File: config.mk
export PLATFORM = sky130hd
export DESIGN_NAME = insn_decode
export DESIGN_NICKNAME = d
export VERILOG_FILES = /design/src/hw/core_pkg.sv /design/src/hw/insn_decode.sv
export SDC_FILE = /design/constraint.sdc
export NUM_CORES = 1
export LEC_CHECK = 0
export BUFFER_PORTS_ARGS = -buffer_cell sky130_fd_sc_hd__buf_2
export CAP_MARGIN = 0
export CORE_AREA = 5 5 114 116
export CTS_CLUSTER_DIAMETER = 80
export DETAILED_ROUTE_END_ITERATION = 12
export DIE_AREA = 0 0 119 121
export PLACE_DENSITY = 0.84
export RECOVER_POWER = 100
export SLEW_MARGIN = 30
export SYNTH_ARGS = -nofsm -noshare
export SYNTH_HDL_FRONTEND = slang
export SYNTH_SLANG_ARGS = --single-unit
File: constraint.sdc
create_clock -name clk -period 1.49 [get_ports clk]
set_input_delay 0.0745 -clock clk [delete_from_list [all_inputs] [get_ports clk]]
set_output_delay 0.0745 -clock clk [all_outputs]
set_load 0.05 [all_outputs]
File: src/hw/core_pkg.sv
package core_pkg;

  ////////////////////
  // instruction word
  ////////////////////

  // one word, two readings: register form and immediate form
  typedef union packed {
    struct packed {
      logic [5:0]  op;
      logic [4:0]  rd;
      logic [4:0]  rs1;
      logic [4:0]  rs2;
      logic [10:0] funct;
    } r;
    struct packed {
      logic [5:0]  op;
      logic [4:0]  rd;
      logic [4:0]  rs1;
      logic [15:0] imm;
    } i;
  } insn_word_u;

  // major opcodes, anything else decodes as a nop
  localparam logic [5:0] OP_RTYPE = 6'h00;
  localparam logic [5:0] OP_ADDI  = 6'h08;
  localparam logic [5:0] OP_ANDI  = 6'h0c;
  localparam logic [5:0] OP_ORI   = 6'h0d;
  localparam logic [5:0] OP_XORI  = 6'h0e;
  localparam logic [5:0] OP_LUI   = 6'h0f;

  // r-format function codes in the low bits of funct
  localparam logic [10:0] FN_ADD = 11'd0;
  localparam logic [10:0] FN_SUB = 11'd1;
  localparam logic [10:0] FN_AND = 11'd2;
  localparam logic [10:0] FN_OR  = 11'd3;
  localparam logic [10:0] FN_XOR = 11'd4;
  localparam logic [10:0] FN_SLL = 11'd5;
  localparam logic [10:0] FN_SRL = 11'd6;
  localparam logic [10:0] FN_SLT = 11'd7;

  ////////////////////
  // alu operations
  ////////////////////

  localparam logic [3:0] ALU_ADD = 4'd0;
  localparam logic [3:0] ALU_SUB = 4'd1;
  localparam logic [3:0] ALU_AND = 4'd2;
  localparam logic [3:0] ALU_OR  = 4'd3;
  localparam logic [3:0] ALU_XOR = 4'd4;
  localparam logic [3:0] ALU_SLL = 4'd5;
  localparam logic [3:0] ALU_SRL = 4'd6;
  localparam logic [3:0] ALU_SLT = 4'd7;
  localparam logic [3:0] ALU_LUI = 4'd8;

  // pc, alu_op, wr_en, dest, rs1, rs2, src2_is_imm, imm
  localparam int UOP_W = 32 + 4 + 1 + 5 + 5 + 5 + 1 + 32;

  ////////////////////
  // instruction buffer
  ////////////////////

  localparam int IBUF_WAY_DEPTH = 8;
  localparam int IBUF_PTR_W     = $clog2(IBUF_WAY_DEPTH);
  localparam int IBUF_LEN_W     = IBUF_PTR_W + 2;
  // 16 entries less 2 arriving now and 2 held in decode
  localparam int IBUF_READY_MAX = 12;

endpackage

File: src/hw/insn_decode.sv
`timescale 1ns/1ps

module insn_decode
  import core_pkg::*;
(
  input  logic        clk,
  input  logic        i_rst,
  input  logic        i_flush,
  input  logic [1:0]  i_size,
  input  logic [31:0] i_a_pc,
  input  logic [31:0] i_a_insn,
  input  logic [31:0] i_b_pc,
  input  logic [31:0] i_b_insn,
  output logic [1:0]  o_size,
  output logic [31:0] o_a_pc,
  output logic [3:0]  o_a_alu_op,
  output logic        o_a_wr_en,
  output logic [4:0]  o_a_dest,
  output logic [4:0]  o_a_rs1,
  output logic [4:0]  o_a_rs2,
  output logic        o_a_src2_is_imm,
  output logic [31:0] o_a_imm,
  output logic [31:0] o_b_pc,
  output logic [3:0]  o_b_alu_op,
  output logic        o_b_wr_en,
  output logic [4:0]  o_b_dest,
  output logic [4:0]  o_b_rs1,
  output logic [4:0]  o_b_rs2,
  output logic        o_b_src2_is_imm,
  output logic [31:0] o_b_imm
);

  logic [3:0]  a_alu_op;
  logic        a_wr_en;
  logic [4:0]  a_rs1;
  logic [4:0]  a_rs2;
  logic        a_src2_is_imm;
  logic [31:0] a_imm;
  logic [3:0]  b_alu_op;
  logic        b_wr_en;
  logic [4:0]  b_rs1;
  logic [4:0]  b_rs2;
  logic        b_src2_is_imm;
  logic [31:0] b_imm;

  function automatic void decode_word(
    input  insn_word_u  w,
    output logic [3:0]  alu_op,
    output logic        wr_en,
    output logic [4:0]  rs1,
    output logic [4:0]  rs2,
    output logic        src2_is_imm,
    output logic [31:0] imm
  );
    logic known;
    known       = 1'b1;
    alu_op      = ALU_ADD;
    src2_is_imm = (w.i.op != OP_RTYPE);
    rs1         = w.r.rs1;
    // immediate forms read no second register
    rs2         = src2_is_imm ? 5'd0 : w.r.rs2;
    imm         = {{16{w.i.imm[15]}}, w.i.imm};
    case (w.i.op)
      OP_RTYPE: begin
        case (w.r.funct)
          FN_ADD:  alu_op = ALU_ADD;
          FN_SUB:  alu_op = ALU_SUB;
          FN_AND:  alu_op = ALU_AND;
          FN_OR:   alu_op = ALU_OR;
          FN_XOR:  alu_op = ALU_XOR;
          FN_SLL:  alu_op = ALU_SLL;
          FN_SRL:  alu_op = ALU_SRL;
          FN_SLT:  alu_op = ALU_SLT;
          default: known = 1'b0;
        endcase
      end
      OP_ADDI: alu_op = ALU_ADD;
      OP_ANDI: alu_op = ALU_AND;
      OP_ORI:  alu_op = ALU_OR;
      OP_XORI: alu_op = ALU_XOR;
      OP_LUI: begin
        alu_op = ALU_LUI;
        rs1    = 5'd0;
        imm    = {w.i.imm, 16'd0};
      end
      default: known = 1'b0;
    endcase
    // nops and writes to r0 never report
    wr_en = known && (w.r.rd != 5'd0);
  endfunction

  always_comb begin
    decode_word(i_a_insn, a_alu_op, a_wr_en, a_rs1, a_rs2, a_src2_is_imm, a_imm);
    decode_word(i_b_insn, b_alu_op, b_wr_en, b_rs1, b_rs2, b_src2_is_imm, b_imm);
  end

  always_ff @(posedge clk) begin
    if (i_rst || i_flush) o_size <= 2'd0;
    else o_size <= i_size;
  end

  always_ff @(posedge clk) begin
    o_a_pc          <= i_a_pc;
    o_a_alu_op      <= a_alu_op;
    o_a_wr_en       <= a_wr_en;
    o_a_dest        <= i_a_insn[25:21];
    o_a_rs1         <= a_rs1;
    o_a_rs2         <= a_rs2;
    o_a_src2_is_imm <= a_src2_is_imm;
    o_a_imm         <= a_imm;
    o_b_pc          <= i_b_pc;
    o_b_alu_op      <= b_alu_op;
    o_b_wr_en       <= b_wr_en;
    o_b_dest        <= i_b_insn[25:21];
    o_b_rs1         <= b_rs1;
    o_b_rs2         <= b_rs2;
    o_b_src2_is_imm <= b_src2_is_imm;
    o_b_imm         <= b_imm;
  end

endmodule

# After elaboration in Yosys (flattened, before gate mapping)
# Index checks and enable logic that the tools add are counted.
[classes]
eq_ne = 24
n_mux = 10
n_reduce_logical = 15
[ops]
columns = ["op", "count"]
rows = [
  ["$eq A11 B3 Y1 const B", 8],
  ["$mux W31", 2],
  ["$eq A6 B4 Y1 const B", 10],
  ["$eq A11 B2 Y1 const B", 4],
  ["$pmux W3 S7", 2],
  ["$pmux W4 S5", 2],
  ["$eq A11 B1 Y1 const B", 2],
  ["$logic_not A11 Y1", 2],
  ["$reduce_or A8 Y1", 2],
  ["$logic_not A6 Y1", 2],
  ["$reduce_bool A6 Y1", 2],
  ["$reduce_bool A5 Y1", 2],
  ["$reduce_or A5 Y1", 2],
  ["$pmux W1 S2", 2],
  ["$logic_and A1 B1 Y1", 2],
  ["$mux W1", 2],
  ["$logic_or A1 B1 Y1", 1],
]
[totals]
regBits = 172

# Depth between registers and ports, before layout
# Gate-level depths: netlist of run 1.
[depth]
word_depth = 5
mapped_depth = 5
ltp_nobuf = 3

# Worst setup path before layout of run 1
# OpenSTA, ideal clock, no wires.
[synth_path]
path_type = "input to register"
start = "in i_b_insn[30]"
end = "reg o_b_imm[16]"
setup_time_ps = 114
arrival_time_ps = 949
setup_slack_ps = 427
cell_stages = 5
n_path_buf = 2
path_cell_list = "and4bb_1 -> and3_1 -> buf_4 -> buf_2 -> a21o_1"
[synth_via]
elab_chain_len = 2
[synth_lines]
columns = ["item", "line", "source"]
rows = [
  ["from (decl)", "insn_decode.sv:13", "input logic [31:0] i_b_insn,"],
  ["$eq A6 B4 Y1", "insn_decode.sv:63", "case (w.i.op)"],
  ["$mux W31", "insn_decode.sv:63", ""],
  ["named net b_imm[16]", "insn_decode.sv:44", "logic [31:0] b_imm;"],
  ["to (signal assigned)", "insn_decode.sv:118", "o_b_imm <= b_imm;"],
  ["to (decl)", "insn_decode.sv:30", "output logic [31:0] o_b_imm"],
]
# The timed path passes the listed nets, and every way through them passes these cells.
# A chain may end at the register's enable or synchronous reset.

# Worst setup path in the final report of run 1
[layout_path]
start = "in i_b_insn[26]"
end = "reg o_b_alu_op[0]"
[layout_via]
elab_chain_len = 2
word_cells_on_any_way = 6
classes_between = "eq/ne (4); mux (1); reduce/logical (1)"
[layout_lines]
columns = ["item", "line", "source"]
rows = [
  ["$eq A6 B4 Y1 or $logic_not A6 Y1 (tied branches)", "insn_decode.sv:63", ""],
  ["$pmux W4 S5 (*)", "insn_decode.sv:63", ""],
  ["named net b_alu_op[0]", "insn_decode.sv:39", "logic [3:0] b_alu_op;"],
  ["to (signal assigned)", "insn_decode.sv:112", "o_b_alu_op <= b_alu_op;"],
  ["to (decl)", "insn_decode.sv:24", "output logic [3:0] o_b_alu_op,"],
]
# The timed path passes the listed nets; every way through them passes the cells marked *.

==> results of run 1 <==
flip-flops by register name (all words and copies together), names as in the netlist:
| name | count |
|---|---|
| o_b_src2_is_imm | 1 |
| o_b_rs1 | 5 |
| o_b_dest | 5 |
| o_b_wr_en | 1 |
| o_b_rs2 | 5 |
| o_b_alu_op | 4 |
| o_b_imm | 32 |
| o_a_dest | 5 |
| o_b_pc | 32 |
| o_a_pc | 32 |
| o_a_wr_en | 1 |
| o_a_rs2 | 5 |
| o_a_rs1 | 5 |
| o_a_alu_op | 4 |
| o_a_imm | 32 |
| o_size | 2 |
| o_a_src2_is_imm | 1 |
critical path, cell delays in order:
cell and delay (ns):
dlygate4sd3_1 0.54, buf_2 0.18, nor4_2 0.44, and4_1 0.35, a22o_1 0.15
report_power, final:
part           internal [mW]  switching [mW]
Clock                   2.76            1.76
Combinational          0.492            1.16
Sequential              4.83          0.0734
area by class of cell:
type,instances,area [sq um],area share
Tap cell,147,183.9,0.02392
Antenna cell,1,2.502,0.0003255
Clock inverter,10,140.1,0.01823
Inverter,8,30.03,0.003906
Clock buffer,21,470.5,0.06119
Timing Repair Buffer,439,2605,0.3388
Multi-Input combinational cell,119,813.3,0.1058
Sequential cell,172,3443,0.4478
what timing repair did:
action,CTS,global route
endpoints found under the hold margin,166,0
gates resized for setup,0,0
hold buffers,125,0
setup endpoints to repair,0,0
logic make-up (layout without fill, tap and decap cells):
logic type,count (synthesis),count (layout),synth area share
buffers and inverters,18,478,0.02350
AO/OA/AOI/OAI,42,42,0.07423
AND/OR/NAND/NOR,77,77,0.1135
other,0,1,0
flip-flops,172,172,0.7888
worst paths after layout:
kind / start / to / slack (ns) / cells past startpoint
max: i_b_insn[26] / o_b_alu_op[0] / 0.11 / 5
min: i_a_insn[31] / o_a_alu_op[2] / 0.07 / 4
layout by cell type (no fill, tap or decap), types with 3 or more instances in the layout:
cell type / instances
dfxtp_1: 172
nor4_1: 4
clkbuf_16: 17
buf_4: 4
bufinv_16: 3
dlygate4sd3_1: 125
inv_1: 8
nor2_1: 8
a21o_1: 31
clkinvlp_4: 3
clkbuf_8: 3
nor2b_1: 38
clkbuf_1: 195
clkbuf_2: 5
buf_2: 110
and3_1: 11
cell usage after synthesis, drive strengths merged:
cell     instances  share of area
dfxtp          172           0.79
nor2b           38          0.054
a21o            31          0.053
and3            11          0.016
buf             10          0.017
inv              8         0.0069
nor2             8         0.0069
nor4             6          0.011
nor3b            3         0.0063
o21ai            3         0.0034
and2             2         0.0029
and4             2         0.0040
nand4            2         0.0029
or4              2         0.0034
a21oi            1         0.0011
a22o             1         0.0020
a31oi            1         0.0029
a41oi            1         0.0037
and4bb           1         0.0029
nand2            1        0.00086
nand3b           1         0.0017
o211a            1         0.0023
o22a             1         0.0020
o22ai            1         0.0014
o2bb2ai          1         0.0020
metal layers:
layer | vias up | share of wire | track usage
met5 | - | 0 | 0
met2 | 218 | 0.54 | 0.4253
met4 | 0 | 0.026 | 0.08762
met1 | 1931 | 0.36 | 0.2319
met3 | 37 | 0.079 | 0.09091
li1 | 1913 | - | -
metrics by stage:
step / util / worst slack (ns) / instances
global route: 0.6507 / 0.03919 / 916
CTS: 0.6729 / 0.1464 / 916
floorplan: - / 0.4274 / 309
global placement: 0.5153 / 0.2718 / 760
detailed placement: 0.5153 / 0.2450 / 760
finish: 0.6510 / 0.1113 / 917
==> results.yml, run 1 <==
status:
  status: "finished clean"
timing:
  worst_slew_pin_slew_ns: 0.6660
  fmax_mhz: 725.3
  rsz0062_at_grt: "false"
  period_minus_slack_ns: 1.379
  whs_ns: 0.06907
  slew-limit-headroom: 0.5579
  hold_viol: 0
  min_period_over_period: 0.9253
  slew_violations: 0
  setup_violations: 0
  tns_ns: 0
routing:
  ant_nets: 0
  drt-total-wl_um: 16790
  first_pass_iters: 4
  via_per_inst: 4.470
  vias: 4099
  wl_per_cell_um: 18.31
  drt-initial-drc-count: 310
  drc_errors: 0
clocking:
  cts.root.buffer_cell: "clkbuf_16"
  clk_pin_slew_ns: 0.06
  cts_setup_buffers: 0
  clk_path_buf_depth: 2
  cts_tree: "built"
  htree_levels: 4
  numCtsBuffers: 17
  clock_sinks: 172
yosys:
  syn_inst: 309
  synth_seq_cells: 172
  synth.distinct_cells: 30
  syn_area_per_cell_sq_um: 14.13
  synthesis.area_sq_mm: 0.004365
  synth_nets: 442
  ys_seq_area_frac: 0.7888
  yosysWarnings: 0
global_route:
  grt_pass1_wl_um: 25430
  grt.total_usage: 0.2302
  grt_pass1_vias: 4525
  antenna_found_initial: 0
  grt_max_degree: 36
  overflow: 0
floorplanning:
  num_rows: 40
  die-area_sq_mm: 0.01440
  io_pins: 305
  core_sq_mm: 0.01181
  die_h_um: 121
  initial_core_util: 0.3696
  die_w_um: 119
pwr:
  totalPowerFinal_mw: 11.09
  cellPowerDensity_mw_per_mm2: 1442
  power_leakage_nw: 3.478
  peakVddDrop_v: 0.0009784
cells_and_area:
  nFillCells: 946
  fin_nets: 890
  syn_to_final_growth_pct: 76.12
  final_area_sq_mm: 0.007689
  drive_above_1_share: 0.2003
place:
  place_congestion: 0.7848
  placed_area_sq_mm: 0.006086
  dp_hpwl_um: 9934
  port_buffers: 304
critical_path:
  cp_data_arrival_time_ns: 1.74
  required_ns: 1.85
  start_kind: "input pin"
  crit_fanout: 6
  cp-end-kind: "flop"
  critical_path_class: "input pin to flop"
worst_hold_path:
  min_path_type: "input pin to flop"
flow_run:
  max-cap-violations: 0
Note: power is estimated with default switching activity, not from simulation.
==> run 2: changes to the inputs <==
Settings changed: BUFFER_PORTS_ARGS -buffer_cell sky130_fd_sc_hd__buf_2 to -buffer_cell sky130_fd_sc_hd__buf_4.
==> run 2 against run 1 <==
Hold slack got worse by 0.050 ns. Fmax fell by 2.1%. Design area rose by 3.8%. Global-route usage rose by 1.4 points. Via count rose by 1.5%. Count of clock-buffer cells in the layout rose by 2. Critical path depth did not move. Flip-flop and latch count did not move. Sequential share of layout area fell by 1.6 points. Critical path type unchanged. Critical endpoint is now o_b_rs1[3]. Largest cell class unchanged. Highest routed layer unchanged.
==> results.yml, run 2 (same netlist as run 1, synthesis figures left out) <==
timing:
  setup_violations: 0
  slew-limit-headroom: 0.5145
  whs_ns: 0.01884
  hold_viol: 0
  min_period_over_period: 0.9456
  tns_ns: 0
  slew_violations: 0
  rsz0062_at_grt: "false"
  worst_slew_pin_slew_ns: 0.7260
  period_minus_slack_ns: 1.409
  fmax_mhz: 709.8
flow_run:
  max-cap-violations: 0
routing:
  drt-total-wl_um: 17620
  drc_errors: 0
  vias: 4159
  drt-initial-drc-count: 206
  ant_nets: 0
  wl_per_cell_um: 19.22
  first_pass_iters: 4
  via_per_inst: 4.535
worst_hold_path:
  worstHoldStart: "i_a_insn[31]"
  hold_path_depth: 4
  min_to: "o_a_alu_op[2]"
  min_path_type: "input pin to flop"
cells_and_area:
  syn_to_final_growth_pct: 82.75
  fin_nets: 888
  layout_common_cells: "dfxtp_1, clkbuf_1, dlygate4sd3_1, clkbuf_4, buf_4"
  nFillCells: 931
  final_common_cell: "dfxtp_1"
  drive_above_1_share: 0.2435
floorplanning:
  io_pins: 305
  num_rows: 40
  die_w_um: 119
  core_sq_mm: 0.01181
  initial_core_util: 0.3696
  die_h_um: 121
  die-area_sq_mm: 0.01440
clocking:
  htree_levels: 4
  cts.root.buffer_cell: "clkbuf_16"
  post_cts_resized: 0
  cts_tree: "built"
  clock_sinks: 172
  numCtsBuffers: 17
  clk_path_buf_depth: 2
  clk_pin_slew_ns: 0.07
global_route:
  antenna_found_initial: 2
  grt_pass1_wl_um: 26980
  grt_max_degree: 37
  grt_pass1_vias: 4686
  grt.total_usage: 0.2447
  overflow: 0
pwr:
  cellPowerDensity_mw_per_mm2: 1366
  power_leakage_nw: 3.647
  peakVddDrop_v: 0.0008701
  totalPowerFinal_mw: 10.90
critical_path:
  crit_fanout: 36
  cp_data_arrival_time_ns: 1.67
  cp-end-kind: "flop"
  start_kind: "input pin"
  critical_path_class: "input pin to flop"
  required_ns: 1.75
place:
  port_buffers: 304
  dp_hpwl_um: 10760
  place_congestion: 0.8080
status:
  status: "finished clean"
[run 2: changes by cell type in the layout (fill, tap and decap cells not counted), sizes merged]
| cell | delta |
|---|---|
| inv | +1 |
| diode | +1 |
| bufinv | -2 |
| clkinv | +1 |
| buf | -60 |
| clkinvlp | -1 |
| clkbuf | +60 |
[run 2: layout make-up]
cell class	count	area [sq um]	share of cell area
Sequential cell	172	3443	0.4316
Timing Repair Buffer	437	2929	0.3672
Clock inverter	9	86.33	0.01082
Antenna cell	2	5.005	0.0006274
Tap cell	147	183.9	0.02306
Inverter	8	30.03	0.003764
Clock buffer	23	488.0	0.06117
Multi-Input combinational cell	119	812.0	0.1018
[run 2: repair_timing]
| action | in CTS | in global routing |
|---|---|---|
| hold buffers | 125 | 0 |
| hold endpoints to repair | 166 | 0 |
| setup buffers | 0 | 0 |
[run 2: worst max-delay path: stages]
cell           delay [ns]
dlygate4sd3_1        0.53
buf_4                0.15
and3_1               0.16
clkbuf_2             0.56
nor2b_1              0.18
[run 2: per-stage QoR]
step	cells	utilization	setup slack (ns)	cell area (sq um)
final	917	0.6754	0.08109	7978
after global routing	917	0.6754	0.03757	7978
after CTS	915	0.7329	0.1020	8657
after detailed placement	758	0.5784	0.1255	6832
after global placement	758	0.5784	0.2115	6832
after floorplan	309	-	0.4274	4365
[run 2: routing by layer]
layer	up-vias	GRT usage	share of wire
met4	0	0.1122	0.033
met5	-	0	0
met3	43	0.1035	0.090
met1	1970	0.2355	0.34
li1	1914	-	-
met2	232	0.4507	0.54
[run 2: worst max path at each step]
stage	startpoint	end	slack, ns	cells after the start
after detailed placement	i_b_insn[28]	o_b_imm[19]	0.13	4
after global routing	i_a_insn[3]	o_a_alu_op[1]	0.04	5
after floorplan	i_b_insn[30]	o_b_imm[16]	0.43	5
final	i_b_insn[26]	o_b_rs1[3]	0.08	5
after global placement	i_b_insn[28]	o_b_imm[26]	0.21	4
after CTS	i_b_insn[9]	o_b_wr_en	0.10	5
[run 2: where the power goes]
part	internal, mW	total [mW]	switching, mW	leakage, nW
Combinational	0.582	1.76	1.18	1.92
Clock	2.48	4.23	1.75	0.280
Sequential	4.83	4.91	0.0803	1.44
==> run 3: changes to the inputs <==
Settings changed: SETUP_SLACK_MARGIN set to 0.15.
==> run 3 against run 2 <==
Flip-flop and latch count unchanged. Highest routed layer unchanged. Critical path depth unchanged. Global-route usage down 0.14 points. Critical path type unchanged. Core utilization up 0.49 points. Clock power about the same.
==> results.yml, run 3 (same netlist as run 1, synthesis figures left out) <==
clocking:
  clk_pin_slew_ns: 0.06
  cts_tree: "built"
  clk_path_buf_depth: 2
  cts_setup_buffers: 0
  htree_levels: 4
  clock_sinks: 172
  numCtsBuffers: 17
  cts.root.buffer_cell: "clkbuf_16"
global_route:
  grt_max_degree: 37
  grt_pass1_wl_um: 26850
  grt.total_usage: 0.2433
  antenna_found_initial: 1
  grt_pass1_vias: 4672
  overflow: 0
critical_path:
  crit_chain: "dlygate4sd3_1, buf_4, and4_1, clkbuf_2, a21o_1"
  cp-end-kind: "flop"
  required_ns: 1.79
  startpoint: "i_a_insn[28]"
  crit_path_max_incr_delay_ns: 0.57
  slowest_stage: "dlygate4sd3_1"
  crit_fanout: 24
  critical_path_class: "input pin to flop"
  cp_data_arrival_time_ns: 1.65
  start_kind: "input pin"
  setup.worst_path.end: "o_a_imm[24]"
pwr:
  p_sw_frac: 0.2757
  cellPowerDensity_mw_per_mm2: 1358
  power_leakage_nw: 3.657
  intPower_mw: 7.902
  seq_power_share: 0.450
  switchingPower_mw: 3.008
  peakVddDrop_v: 0.0007721
  p_comb_frac: 0.163
  clockPowerShare: 0.387
floorplanning:
  die_w_um: 119
  die-area_sq_mm: 0.01440
  io_pins: 305
  initial_core_util: 0.3696
  die_h_um: 121
  core_sq_mm: 0.01181
  num_rows: 40
cells_and_area:
  drive_above_1_share: 0.2474
  fin_nets: 888
  final_common_cell: "dfxtp_1"
  syn_to_final_growth_pct: 84.06
  layout_common_cells: "dfxtp_1, clkbuf_1, dlygate4sd3_1, clkbuf_4, buf_4"
  nFillCells: 923
  final_cell_count_no_fill: 917
routing:
  drt-total-wl_um: 17740
  drt-initial-drc-count: 193
  via_per_inst: 4.509
  drc_errors: 0
  wl_per_cell_um: 19.34
  vias: 4135
  ant_nets: 0
  first_pass_iters: 4
timing:
  fmax_mhz: 740.6
  rsz0062_at_grt: "false"
  slew-limit-headroom: 0.4551
  worst_slew_pin_slew_ns: 0.8147
  setup_violations: 0
  hold_viol: 0
  min_period_over_period: 0.9062
  period_minus_slack_ns: 1.350
  tns_ns: 0
  slew_violations: 0
flow_run:
  max-cap-violations: 0
worst_hold_path:
  min_path_type: "input pin to flop"
place:
  port_buffers: 304
  dp_hpwl_um: 10760
  place_congestion: 0.8080
  dp.cells: 758
status:
  status: "finished clean"
==> run 3: changes by cell type in the layout (fill, tap and decap cells not counted), moves of 2 or more <==
| cell | change |
|---|---|
| clkbuf_2 | -3 |
| nor4_1 | -2 |
| nor4_4 | +2 |
| buf_4 | +2 |
==> run 3: how the worst min path moves through the flow <==
stage | startpoint | end | slack [ns] | cells past startpoint
6_report | i_a_insn[31] | o_a_alu_op[2] | 0.05 | 4
5_1_grt | i_a_insn[31] | o_a_wr_en | 0.06 | 4
4_1_cts | i_a_insn[30] | o_a_alu_op[2] | 0.009 | 4
3_5_place_dp | i_b_pc[14] | o_b_pc[14] | 0.18 | 1
3_3_place_gp | i_a_pc[2] | o_a_pc[2] | 0.18 | 1
2_1_floorplan | i_a_insn[21] | o_a_dest[0] | 0.10 | 0
==> run 3: cell type report <==
cell class	count	area (sq um)	share of cell area
clock buffers	23	488.0	0.06073
flip-flops and latches	172	3443	0.4285
diodes	2	5.005	0.0006229
inverters	8	30.03	0.003737
well taps	147	183.9	0.02289
repair buffers	437	2949	0.3670
multi-input cells	119	849.6	0.1057
clock inverters	9	86.33	0.01074
==> run 3: worst max-delay path, delay by kind of cell <==
kind                   cells  cell delay, ns
and+or+nand+nor            1            0.22
AOI/OAI and AO/OA          1            0.29
buffers and inverters      3            1.06
==> run 3: stage by stage <==
step | instance area, sq um | utilization | total power [mW] | hold WS (ns) | setup slack [ns]
floorplan | 4365 | - | 5.930 | 0.1022 | 0.4274
global placement | 6832 | 0.5784 | 6.643 | 0.1788 | 0.2115
detailed placement | 6832 | 0.5784 | 6.676 | 0.1801 | 0.1255
CTS | 8657 | 0.7329 | 11.13 | 0.008673 | 0.1736
global route | 8035 | 0.6803 | 11.25 | 0.05731 | 0.1138
finish | 8035 | 0.6803 | 10.91 | 0.05345 | 0.1397
==> run 3: timing repair <==
| action | in CTS | in global routing |
|---|---|---|
| endpoints found under the hold margin | 166 | 0 |
| hold buffers | 125 | 0 |
| setup endpoints to repair | 0 | 8 |
| resized for setup | 0 | 5 |
==> run 3: metal layers <==
layer,wire (um),vias to the layer above,global-route usage,part of all wire
met5,0,-,0,0
met4,562,0,0.1021,0.032
met3,1680,46,0.1063,0.095
met2,9413,227,0.4472,0.53
met1,6078,1950,0.2366,0.34
li1,-,1912,-,-
==> run 3: power by group through the flow <==
stage	Combinational [mW]	Clock (mW)	Sequential [mW]
2_1_floorplan	0.114	0	5.82
3_3_place_gp	1.65	0	4.99
3_5_place_dp	1.67	0	5.00
4_1_cts	1.95	4.28	4.91
5_1_grt	1.85	4.48	4.93
6_report	1.78	4.22	4.91
